==> src/source/tlb_macros.svh <==
/*
 * TLB constants
 * Entry count, field widths of the page-pair entries and the
 * cache attribute code that marks a page as cacheable.
 */
`ifndef TLB_MACROS_SVH
`define TLB_MACROS_SVH

// Table size
`define TLB_ENTRIES   16
`define TLB_IDX_W     4

// Address split, 4 KB pages in even/odd pairs
`define ADDR_W        32
`define PAGE_OFS_W    12
`define VPN2_W        19
`define PFN_W         20
`define ASID_W        8

// Cache attribute
`define CATTR_W       3
`define CATTR_CACHED  3

`endif

==> src/source/tlb_pkg.sv <==
/*
 * TLB types
 * CP0 operation codes and the key, page and entry structures
 * shared by the table, the match logic and the controller.
 */
`default_nettype none

`include "tlb_macros.svh"

package tlb_pkg;

    // Encoding needs 3 bits for five operations
    typedef enum logic [2:0] {
        op_nop        = 3'd0,
        op_read       = 3'd1,
        op_write_idx  = 3'd2,
        op_write_rand = 3'd3,
        op_probe      = 3'd4
    } tlb_op_e;

    typedef logic [`TLB_IDX_W-1:0] tlb_idx_t;

    typedef struct packed {
        logic [`VPN2_W-1:0] vpn2;
        logic [`ASID_W-1:0] asid;
    } entry_hi_t;

    typedef struct packed {
        logic [`PFN_W-1:0]   pfn;
        logic [`CATTR_W-1:0] cattr;
        logic                dirty;
        logic                valid;
        logic                glb;
    } entry_lo_t;

    // One page half as stored, no global bit
    typedef struct packed {
        logic [`PFN_W-1:0]   pfn;
        logic [`CATTR_W-1:0] cattr;
        logic                dirty;
        logic                valid;
    } tlb_page_t;

    typedef struct packed {
        entry_hi_t key;
        logic      glb;
        tlb_page_t lo0;
        tlb_page_t lo1;
    } tlb_entry_t;

    typedef struct packed {
        logic     miss;
        tlb_idx_t idx;
    } probe_t;

endpackage

`default_nettype wire

==> src/source/tlb_entry_array.sv <==
/*
 * TLB entry storage
 * Holds the page-pair entries, clears them on reset, writes one
 * entry per enabled clock edge and reads one entry without delay.
 * The whole table is exposed for the parallel match logic.
 */
`timescale 1ns/1ps
`default_nettype none

`include "tlb_macros.svh"

module tlb_entry_array
    import tlb_pkg::*;
(
    input  wire        clk,
    input  wire        rst,

    input  wire        i_wen,
    input  tlb_idx_t   i_widx,
    input  tlb_entry_t i_wentry,

    input  tlb_idx_t   i_ridx,
    output tlb_entry_t o_rentry,

    output tlb_entry_t o_entries [`TLB_ENTRIES]
);

    tlb_entry_t entries [`TLB_ENTRIES];

    always_ff @(posedge clk or posedge rst) begin
        if (rst) begin
            for (int i = 0; i < `TLB_ENTRIES; i++) begin
                entries[i] <= '0;
            end
        end else if (i_wen) begin
            entries[i_widx] <= i_wentry;
        end
    end

    assign o_rentry  = entries[i_ridx]; // Combinational read
    assign o_entries = entries;

    // Controller must hold writes off while the table is being cleared
    a_no_write_in_reset: assert property (
        @(posedge clk) rst |-> !i_wen
    ) else $error("TLB write during reset");

endmodule

`default_nettype wire

==> src/source/tlb_match.sv <==
/*
 * TLB match
 * Compares one key against every entry in parallel. An entry hits
 * when its vpn2 matches and it is global or its asid matches.
 * Among several hits the highest index wins.
 */
`timescale 1ns/1ps
`default_nettype none

`include "tlb_macros.svh"

module tlb_match
    import tlb_pkg::*;
(
    input  tlb_entry_t i_entries [`TLB_ENTRIES],
    input  entry_hi_t  i_key,
    output logic       o_hit,
    output tlb_idx_t   o_hit_idx
);

    logic [`TLB_ENTRIES-1:0] hit_vec;

    genvar g;
    generate
        for (g = 0; g < `TLB_ENTRIES; g++) begin : g_cmp
            logic vpn_eq;
            logic asid_ok;

            assign vpn_eq  = i_entries[g].key.vpn2 == i_key.vpn2;
            assign asid_ok = i_entries[g].glb ||
                             (i_entries[g].key.asid == i_key.asid);
            assign hit_vec[g] = vpn_eq && asid_ok;
        end
    endgenerate

    // Later hits overwrite earlier ones
    always_comb begin
        o_hit     = |hit_vec;
        o_hit_idx = '0;
        for (int i = 0; i < `TLB_ENTRIES; i++) begin
            if (hit_vec[i]) begin
                o_hit_idx = tlb_idx_t'(i);
            end
        end
    end

endmodule

`default_nettype wire

==> src/source/tlb_translate_ctrl.sv <==
/*
 * TLB controller
 * Data-side translation sequence (idle, translate, ready) with a
 * one-entry lookaside of the last result, page-half select and the
 * refill, invalid and modified flags. Also decodes the CP0 table
 * operations into writes and one-cycle read and probe strobes.
 */
`timescale 1ns/1ps
`default_nettype none

`include "tlb_macros.svh"

module tlb_translate_ctrl
    import tlb_pkg::*;
(
    input  wire                     clk,
    input  wire                     rst,

    input  tlb_op_e                 i_tlb_op,
    input  tlb_idx_t                i_index,
    input  tlb_idx_t                i_random,
    input  entry_hi_t               i_entry_hi,
    input  entry_lo_t               i_entry_lo0,
    input  entry_lo_t               i_entry_lo1,

    input  wire                     i_dmmu_en,
    input  wire [`ADDR_W-1:0]       i_dmmu_vaddr,
    input  wire                     i_dmmu_store,

    input  wire                     i_xl_hit,
    input  tlb_idx_t                i_xl_idx,
    input  wire                     i_pr_hit,
    input  tlb_idx_t                i_pr_idx,
    input  tlb_entry_t              i_rentry,

    output logic                    o_wen,
    output tlb_idx_t                o_widx,
    output tlb_entry_t              o_wentry,
    output tlb_idx_t                o_ridx,
    output entry_hi_t               o_xl_key,

    output logic                    o_dmmu_rdy,
    output logic [`ADDR_W-1:0]      o_dmmu_paddr,
    output logic                    o_dmmu_cached,
    output logic                    o_tlb_refill,
    output logic                    o_tlb_invalid,
    output logic                    o_tlb_modified,

    output logic                    o_probe_wen,
    output probe_t                  o_probe_result,
    output logic                    o_read_wen,
    output tlb_entry_t              o_read_entry
);

    typedef enum logic [1:0] {st_idle, st_translate, st_ready} xl_state_e;

    xl_state_e          state;
    logic [`ADDR_W-1:0] vaddr_q;
    logic [`ASID_W-1:0] asid_q;
    logic               lk_valid;
    logic               miss_q;
    tlb_idx_t           idx_q;
    tlb_page_t          page_sel;
    logic               start;

    assign o_dmmu_rdy = i_dmmu_en && (i_dmmu_vaddr == vaddr_q) && lk_valid &&
                        (i_entry_hi.asid == asid_q);
    assign start = (state == st_idle) && i_dmmu_en && !o_dmmu_rdy && (i_tlb_op == op_nop);

    assign o_xl_key = '{vpn2: vaddr_q[`ADDR_W-1 -: `VPN2_W], asid: asid_q};

    // CP0 read has the port, translation waits a cycle on collision
    assign o_ridx   = (i_tlb_op == op_read) ? i_index : idx_q;
    assign page_sel = vaddr_q[`PAGE_OFS_W] ? i_rentry.lo1 : i_rentry.lo0; // Odd/even page

    assign o_wen  = (i_tlb_op == op_write_idx) || (i_tlb_op == op_write_rand);
    assign o_widx = (i_tlb_op == op_write_rand) ? i_random : i_index;

    always_comb begin
        o_wentry           = '0;
        o_wentry.key       = i_entry_hi;
        o_wentry.glb       = i_entry_lo0.glb & i_entry_lo1.glb;
        o_wentry.lo0.pfn   = i_entry_lo0.pfn;
        o_wentry.lo0.cattr = i_entry_lo0.cattr;
        o_wentry.lo0.dirty = i_entry_lo0.dirty;
        o_wentry.lo0.valid = i_entry_lo0.valid;
        o_wentry.lo1.pfn   = i_entry_lo1.pfn;
        o_wentry.lo1.cattr = i_entry_lo1.cattr;
        o_wentry.lo1.dirty = i_entry_lo1.dirty;
        o_wentry.lo1.valid = i_entry_lo1.valid;
    end

    always_ff @(posedge clk or posedge rst) begin
        if (rst) begin
            state          <= st_idle;
            vaddr_q        <= '0;
            asid_q         <= '0;
            lk_valid       <= 1'b0;
            miss_q         <= 1'b0;
            idx_q          <= '0;
            o_dmmu_paddr   <= '0;
            o_dmmu_cached  <= 1'b0;
            o_tlb_refill   <= 1'b0;
            o_tlb_invalid  <= 1'b0;
            o_tlb_modified <= 1'b0;
        end else begin
            case (state)
                st_idle: begin
                    if (start) begin
                        state          <= st_translate;
                        vaddr_q        <= i_dmmu_vaddr;
                        asid_q         <= i_entry_hi.asid;
                        lk_valid       <= 1'b0;
                        o_tlb_refill   <= 1'b0;
                        o_tlb_invalid  <= 1'b0;
                        o_tlb_modified <= 1'b0;
                    end
                end
                st_translate: begin
                    miss_q <= !i_xl_hit;
                    idx_q  <= i_xl_idx; // Entry read in next state
                    state  <= st_ready;
                end
                default: begin
                    if (i_tlb_op != op_read) begin
                        o_tlb_refill <= miss_q;
                        if (miss_q) begin
                            o_dmmu_paddr   <= '0;
                            o_dmmu_cached  <= 1'b0;
                            o_tlb_invalid  <= 1'b0;
                            o_tlb_modified <= 1'b0;
                        end else begin
                            o_dmmu_paddr   <= {page_sel.pfn, vaddr_q[`PAGE_OFS_W-1:0]};
                            o_dmmu_cached  <= page_sel.cattr == `CATTR_W'(`CATTR_CACHED);
                            o_tlb_invalid  <= !page_sel.valid;
                            o_tlb_modified <= page_sel.valid && !page_sel.dirty &&
                                              i_dmmu_store;
                        end
                        lk_valid <= 1'b1;
                        state    <= st_idle;
                    end
                end
            endcase
        end
    end

    // CP0 strobes
    always_ff @(posedge clk or posedge rst) begin
        if (rst) begin
            o_read_wen  <= 1'b0;
            o_probe_wen <= 1'b0;
        end else begin
            o_read_wen  <= i_tlb_op == op_read;
            o_probe_wen <= i_tlb_op == op_probe;
        end
    end

    always_ff @(posedge clk) begin
        if (i_tlb_op == op_read) begin
            o_read_entry <= i_rentry;
        end
        if (i_tlb_op == op_probe) begin
            o_probe_result.miss <= !i_pr_hit;
            o_probe_result.idx  <= i_pr_hit ? i_pr_idx : '0; // Index 0 on miss
        end
    end

    // CPU holds its request until the result is ready
    a_req_held: assert property (
        @(posedge clk) disable iff (rst)
        (state != st_idle) |-> i_dmmu_en && $stable(i_dmmu_vaddr) && $stable(i_dmmu_store)
    ) else $error("Translation request changed before ready");

endmodule

`default_nettype wire

==> src/source/tlb_unit.sv <==
/*
 * TLB top level
 * Connects the entry table, the translation and probe match
 * instances and the controller.
 */
`timescale 1ns/1ps
`default_nettype none

`include "tlb_macros.svh"

module tlb_unit
    import tlb_pkg::*;
(
    input  wire                 clk,
    input  wire                 rst,

    input  tlb_op_e             i_tlb_op,
    input  tlb_idx_t            i_index,
    input  tlb_idx_t            i_random,
    input  entry_hi_t           i_entry_hi,
    input  entry_lo_t           i_entry_lo0,
    input  entry_lo_t           i_entry_lo1,

    input  wire                 i_dmmu_en,
    input  wire [`ADDR_W-1:0]   i_dmmu_vaddr,
    input  wire                 i_dmmu_store,
    output logic                o_dmmu_rdy,
    output logic [`ADDR_W-1:0]  o_dmmu_paddr,
    output logic                o_dmmu_cached,
    output logic                o_tlb_refill,
    output logic                o_tlb_invalid,
    output logic                o_tlb_modified,

    output logic                o_probe_wen,
    output probe_t              o_probe_result,
    output logic                o_read_wen,
    output tlb_entry_t          o_read_entry
);

    tlb_entry_t entries [`TLB_ENTRIES];
    tlb_entry_t rentry;
    tlb_entry_t wentry;
    tlb_idx_t   widx;
    tlb_idx_t   ridx;
    tlb_idx_t   xl_idx;
    tlb_idx_t   pr_idx;
    entry_hi_t  xl_key;
    logic       wen;
    logic       xl_hit;
    logic       pr_hit;

    tlb_entry_array u_array (
        .clk       (clk),
        .rst       (rst),
        .i_wen     (wen),
        .i_widx    (widx),
        .i_wentry  (wentry),
        .i_ridx    (ridx),
        .o_rentry  (rentry),
        .o_entries (entries)
    );

    tlb_match u_xlate (
        .i_entries (entries),
        .i_key     (xl_key),
        .o_hit     (xl_hit),
        .o_hit_idx (xl_idx)
    );

    tlb_match u_probe (
        .i_entries (entries),
        .i_key     (i_entry_hi),
        .o_hit     (pr_hit),
        .o_hit_idx (pr_idx)
    );

    tlb_translate_ctrl u_ctrl (
        .clk            (clk),
        .rst            (rst),
        .i_tlb_op       (i_tlb_op),
        .i_index        (i_index),
        .i_random       (i_random),
        .i_entry_hi     (i_entry_hi),
        .i_entry_lo0    (i_entry_lo0),
        .i_entry_lo1    (i_entry_lo1),
        .i_dmmu_en      (i_dmmu_en),
        .i_dmmu_vaddr   (i_dmmu_vaddr),
        .i_dmmu_store   (i_dmmu_store),
        .i_xl_hit       (xl_hit),
        .i_xl_idx       (xl_idx),
        .i_pr_hit       (pr_hit),
        .i_pr_idx       (pr_idx),
        .i_rentry       (rentry),
        .o_wen          (wen),
        .o_widx         (widx),
        .o_wentry       (wentry),
        .o_ridx         (ridx),
        .o_xl_key       (xl_key),
        .o_dmmu_rdy     (o_dmmu_rdy),
        .o_dmmu_paddr   (o_dmmu_paddr),
        .o_dmmu_cached  (o_dmmu_cached),
        .o_tlb_refill   (o_tlb_refill),
        .o_tlb_invalid  (o_tlb_invalid),
        .o_tlb_modified (o_tlb_modified),
        .o_probe_wen    (o_probe_wen),
        .o_probe_result (o_probe_result),
        .o_read_wen     (o_read_wen),
        .o_read_entry   (o_read_entry)
    );

endmodule

`default_nettype wire

==> config.mk <==
export PLATFORM = sky130hd
export DESIGN_NAME = tlb_unit
export DESIGN_NICKNAME = d
export VERILOG_FILES = /design/src/source/tlb_pkg.sv /design/src/source/tlb_entry_array.sv /design/src/source/tlb_match.sv /design/src/source/tlb_translate_ctrl.sv /design/src/source/tlb_unit.sv
export VERILOG_INCLUDE_DIRS = /design/src /design/src/source
export SDC_FILE = /design/constraint.sdc
export NUM_CORES = 2
export LEC_CHECK = 0
export CAP_MARGIN = 20
export CORE_MARGIN = 2
export CORE_UTILIZATION = 50
export CTS_BUF_LIST = sky130_fd_sc_hd__clkbuf_16
export DETAILED_ROUTE_END_ITERATION = 10
export DONT_BUFFER_PORTS = 1
export PLACE_DENSITY = 0.63
export RECOVER_POWER = 100
export SETUP_SLACK_MARGIN = 0.1
export SLEW_MARGIN = 15
export SYNTH_ARGS = -nofsm -noshare
export SYNTH_HDL_FRONTEND = slang
export SYNTH_SLANG_ARGS = --single-unit
==> constraint.sdc <==
create_clock -name clk -period 53.4 [get_ports clk]
set_clock_uncertainty 0.2 [all_clocks]
set_input_delay 10.68 -clock clk [delete_from_list [all_inputs] [get_ports clk]]
set_output_delay 10.68 -clock clk [all_outputs]
set_load 0.02 [all_outputs]
After elaboration in Yosys (flattened, before gate mapping)
Cells that the tools add are included.
Word-level totals
  register bits: 1417
  bits in latches: 0
  RAM bits: 0
  ROM bits: 0
  input port bits: 126
  output and inout bits: 122
  logic and storage cells: 429
  memories: 0
Cells by class
  add/subtract/negate cells: 0
  multipliers: 0
  divide/modulo/power cells: 0
  order comparisons: 3
  equality and inequality tests: 74
  shifts and indexed selects: 0
  multiplexer cells: 55
  bitwise gates (word level): 5
  reduce and logical (&&, ||, !) cells: 90
Operators by type and width (count)
  bitwise mux 1248 bit: 1
  == test 19 bit: 32
  binary-select mux 78 bit (select 4 bit): 1
  demux 78 bit (select 4 bit): 1
  == test 8 bit: 33
  two-way mux 78 bit: 3
  two-way mux 4 bit: 18
  logical AND 1 bit: 41
  logical OR 1 bit: 33
  == test 32 bit: 1
  two-way mux 32 bit: 1
  OR reduction 16 bit: 2
  two-way mux 25 bit: 1
  two-way mux 3 bit: 8
  two-way mux 2 bit: 6
  >= comparator 5 bit, second input constant: 2
  two-way mux 1 bit: 10
  inverter 4 -> 5 bit: 2
  == test 3 x 2 -> 1 bit, second input constant: 3
  one-hot mux 1 bit (2 select lines): 4
  AND reduction 2 bit: 3
  logical NOT 1 bit: 5
  < comparator 5 x 1 -> 1 bit, second input constant: 1
  one-hot mux 2 bit (2 select lines): 1
  13 further kinds: 14

Logic depth before layout (Yosys ltp)
  depth in word-level cells: 18
  depth in mapped cells: 13
  mapped depth without buffers: 8

Cells and area by module
Synthesis repeated with hierarchy kept, for this count alone.
Second synthesis, totals
  cell total of the unflattened synthesis: 5310
  area total of the unflattened synthesis: 73925.9 µm²
Modules (own cells, without submodules)
  tlb_entry_array: times used 1, cells each 3390, area each 55435.7 µm², sequential area each 31230.0 µm²
  tlb_match: times used 2, cells each 678, area each 5454.0 µm², sequential area each 0.0 µm²
  tlb_translate_ctrl: times used 1, cells each 564, area each 7582.3 µm², sequential area each 4644.5 µm²

Least setup slack after synthesis
OpenSTA, ideal clock, no wires.
  path type: input port to output port
  start: input i_entry_hi[7] (netlist bit)
  end: output o_dmmu_rdy
  data arrival time: 12113 ps
  data required time: 42520 ps
  path slack: 30407 ps
  cell stages on the path: 5
  path buffers: 1
  path through: clkbuf_1 -> xor2_1 -> nor4_1 -> nand4_1 -> a2111oi_2
Between the ends
  word-level cells in the longest chain between the ends: 2
RTL lines
  start: declaration: RTL line tlb_unit.sv:20  | input entry_hi_t i_entry_hi,
  == test 8 bit: RTL line tlb_translate_ctrl.sv:67  | (i_entry_hi.asid == asid_q);
  logical AND 1 bit: RTL line tlb_translate_ctrl.sv:66  | assign o_dmmu_rdy = i_dmmu_en && (i_dmmu_vaddr == vaddr_q) && lk_valid &&
  end: declaration: RTL line tlb_unit.sv:27  | output logic o_dmmu_rdy,
No other way between the ends.

==> impl_results.md <==
* R2R Path End: u_ctrl.o_read_entry[59]$_DFFE_PP_
* Critical path startpoint category: input pin
* Comb power frac at 0.289
* Vias at 53.5k
* Worst R2R Setup Slack at 39.10 ns
* DRC violations left at 0
* Distinct cells, synth at 62
* First-pass GRT wire length at 357,000 um
* Setup WS pre-CTS at 29.93 ns
* Ant diodes at 0
* I/O pin cnt at 248
* Leak at 35.5 nW
* Crit Path Max Fanout at 183
* Chip Height at 390 um
* RSZ-0062 raised after global routing: no
* CTS tree: done
* Yosys warnings at 0
* Worst setup EP type: async pin
* Post-synthesis average cell area at 10.8 um^2
* Initial DRC Count at 4,555
* Total CTS buffers at 159
* Slew HR at -5.44
* Worst hold path type: flip-flop to flip-flop
* Kind of critical path: input pin to async pin
* Core area at 148,000 um^2
* # nets final at 6,654
* Post-Syn Instances at 6,883
* Antenna violations before repair at 11
* Bufs on Longest Clock Path at 3
* Register bit total from synthesis at 1,417
* Routed WL per cell at 28.2 um
* GPL Wtd Cong at 0.948
* Clock power frac at 0.282
* Final Hold Viols at 0
* Setup TNS Final at 0 ns
* WL final at 242,000 um
* Mapped Area at 74,400 um^2
* Area delta synth->final at 7.22%
* WHS Path Cells at 1
* Layout cells sized above 1 at 0.232
* Post-DP HPWL at 145,000 um
* Seq pwr share at 0.429
* Final core utilization at 0.540
* Minimum clock period at 33.28 ns
* CP required at 52.02 ns
* Worst R2R Path Depth at 5
* H-tree levels at 4
* Initial Util at 0.504
* IO buf count at 0
* Post-CTS sizing at 0
* Die width at 390 um
* Area of the die at 152,000 um^2
* Post-synth ARST share at 0.941
* Cell Int Power at 0.00235 W
* Peak supply drop at 0.0000321 V
* Number of synthesized flops with an enable pin at 83
* Failing checks: capacitance limit, slew limit
* Non-Filler Instances at 8,582
* Pwr dens at 45.9 nW/um^2
* Max-slew violations at 3,230
* Worst-Margin Slew at 9.66 ns
* Clock root buffer: clkbuf_16
* Max Fclk at 30.0 MHz
* Global route overflow at 0
* Vias per cell at 6.24
* Post-CTS Setup Bufs at 0
* ANT nets after route at 0
* Worst R2R Start: u_ctrl.idx_q[1]$_DFFE_PP0P_
* Sw Share at 0.358
* Gr usage total at 0.314
* Net Switching at 0.00131 W
* PnR worst setup slack at 20.12 ns
* Hold path endpoint: u_array.o_entries[272]$_DFFE_PP0P_
* Later-pin clock latency in the skew report at 0.82 ns
* Num rows at 141
* Status: finished with violations
* Post-synth net total at 7,009
* Hold_buf cts at 0
* Clock-pin slew on the worst setup and hold paths at 0.06 ns
* Worst path arrival time at 31.90 ns
* Largest net degree at the start of global routing at 184
* Max_cap viols at 59
* Num Clock Sinks at 1,417
* Part of the cycle the worst path needs at 0.623
* Sequential share of the synthesized area at 0.482
* 1st-pass router iterations at 6
* Total Power at 0.00366 W
* # placed instances at 8,295
* Min-delay src: u_array.o_entries[272]$_DFFE_PP0P_
* Setup violation total in the final timing report at 0
* Main synth FF type: dfrtp_1
* Vias in the first global route at 53.1k
-- layout by cell type, fill, tap and decap left out, types with 37 or more instances in the layout --
| cell type | count |
|---|---|
| xor2_1 | 704 |
| and3_1 | 143 |
| dfrtp_1 | 1330 |
| xnor2_1 | 197 |
| a31oi_1 | 95 |
| nand3_1 | 361 |
| edfxtp_1 | 83 |
| o21ai_0 | 37 |
| clkbuf_1 | 45 |
| clkinv_1 | 42 |
| clkbuf_16 | 161 |
| mux2_2 | 1272 |
| nand4_1 | 61 |
| inv_1 | 62 |
| a21oi_1 | 81 |
| a311oi_1 | 186 |
| nand2_1 | 1283 |
| buf_4 | 47 |
| nor4_1 | 178 |
| mux2i_1 | 42 |
-- through the flow --
| stage | hold slack [ns] | area [um^2] |
|---|---|---|
| after floorplan | 0.264 | 74400 |
| after global placement | 0.283 | 75300 |
| after detailed placement | 0.292 | 75300 |
| after CTS | 0.306 | 80100 |
| after global routing | 0.309 | 79800 |
| final | 0.304 | 79800 |
-- per-layer routing --
metal	vias to the layer above	track usage	wire length, um
met3	616	0.0714	19700
met1	27462	0.401	95600
met2	2139	0.498	112000
li1	23310	-	-
met5	-	0	58
met4	8	0.168	14400
-- power groups by stage --
stage	logic [W]	clock network, W	registers [W]
floorplan	0.000788	0	0.00151
global placement	0.00102	0	0.00158
detailed placement	0.00103	0	0.00159
CTS	0.00104	0.00105	0.00157
global route	0.00114	0.00110	0.00160
finish	0.00106	0.00103	0.00157
-- critical path, cell delays in order --
cell and delay (ns):
clkinvlp_2 2.76, clkbuf_1 2.29, clkbuf_1 6.91, clkbuf_1 2.76, clkbuf_1 5.94
-- registers in the layout, indices dropped and copies added, names as in the netlist --
name                   count
u_array.o_entries       1248
u_ctrl.o_read_entry       78
u_ctrl.o_dmmu_paddr       32
u_ctrl.vaddr_q            32
u_ctrl.asid_q              8
u_ctrl.o_probe_result      5
u_ctrl.idx_q               4
u_ctrl.state               2
u_ctrl.lk_valid            1
u_ctrl.miss_q              1
u_ctrl.o_dmmu_cached       1
u_ctrl.o_probe_wen         1
u_ctrl.o_read_wen          1
u_ctrl.o_tlb_invalid       1
u_ctrl.o_tlb_modified      1
u_ctrl.o_tlb_refill        1
-- worst max-delay path by stage --
stage                     startpoint                            endpoint  depth (start not counted)
CTS                 i_dmmu_vaddr[23]                          o_dmmu_rdy                          5
floorplan                        rst    u_array.o_entries[0]$_DFFE_PP0P_                          1
finish                           rst  u_array.o_entries[557]$_DFFE_PP0P_                          5
global route                     rst  u_array.o_entries[670]$_DFFE_PP0P_                          5
global placement    i_dmmu_vaddr[23]                          o_dmmu_rdy                          5
detailed placement  i_dmmu_vaddr[23]                          o_dmmu_rdy                          5
-- synthesized netlist by cell type (3+ instances only) --
cell type / instances / share of area
mux2i_1: 43 / 0.0058
buf_4: 5 / 0.00050
nand4_1: 61 / 0.0051
nor3b_1: 3 / 0.00030
a31oi_1: 95 / 0.0080
nand3_1: 361 / 0.024
or3_1: 10 / 0.00084
dfrtp_1: 1334 / 0.45
buf_1: 137 / 0.0069
nor2_1: 20 / 0.0010
o21ai_0: 37 / 0.0025
nand2_1: 1284 / 0.065
o211ai_1: 7 / 0.00071
nor3_1: 24 / 0.0016
a21oi_1: 82 / 0.0055
buf_2: 150 / 0.010
and3_1: 143 / 0.012
xor2_1: 704 / 0.083
o31ai_1: 3 / 0.00030
buf_6: 9 / 0.0014
mux2_2: 1273 / 0.19
edfxtp_1: 83 / 0.033
a211oi_1: 4 / 0.00040
xnor2_1: 197 / 0.023
a32oi_1: 7 / 0.00082
nand3b_1: 3 / 0.00030
inv_1: 21 / 0.0011
nor2b_1: 8 / 0.00067
a311oi_1: 186 / 0.022
and2_1: 10 / 0.00084
clkbuf_1: 310 / 0.016
o22ai_1: 25 / 0.0021
nand2b_1: 7 / 0.00059
nor4_1: 178 / 0.015
o221ai_1: 7 / 0.00082
a221o_1: 21 / 0.0028
-- kinds of logic after synthesis --
logic type / share of synthesized area
mux: 0.200
flops: 0.482
compound gates: 0.0481
xor+xnor: 0.106
simple gates: 0.129
buf+inv: 0.0356
-- final cells by class --
cell class / count / area [um^2]
fillers: 12919 / 67900
multi-input cells: 4833 / 35900
flip-flops and latches: 1417 / 35900
clock buffers: 161 / 4030
well taps: 1930 / 2410
clock inverters: 124 / 852
repair buffers: 96 / 602
inverters: 21 / 81.3
No activity file was read; power rests on OpenSTA's default activity.
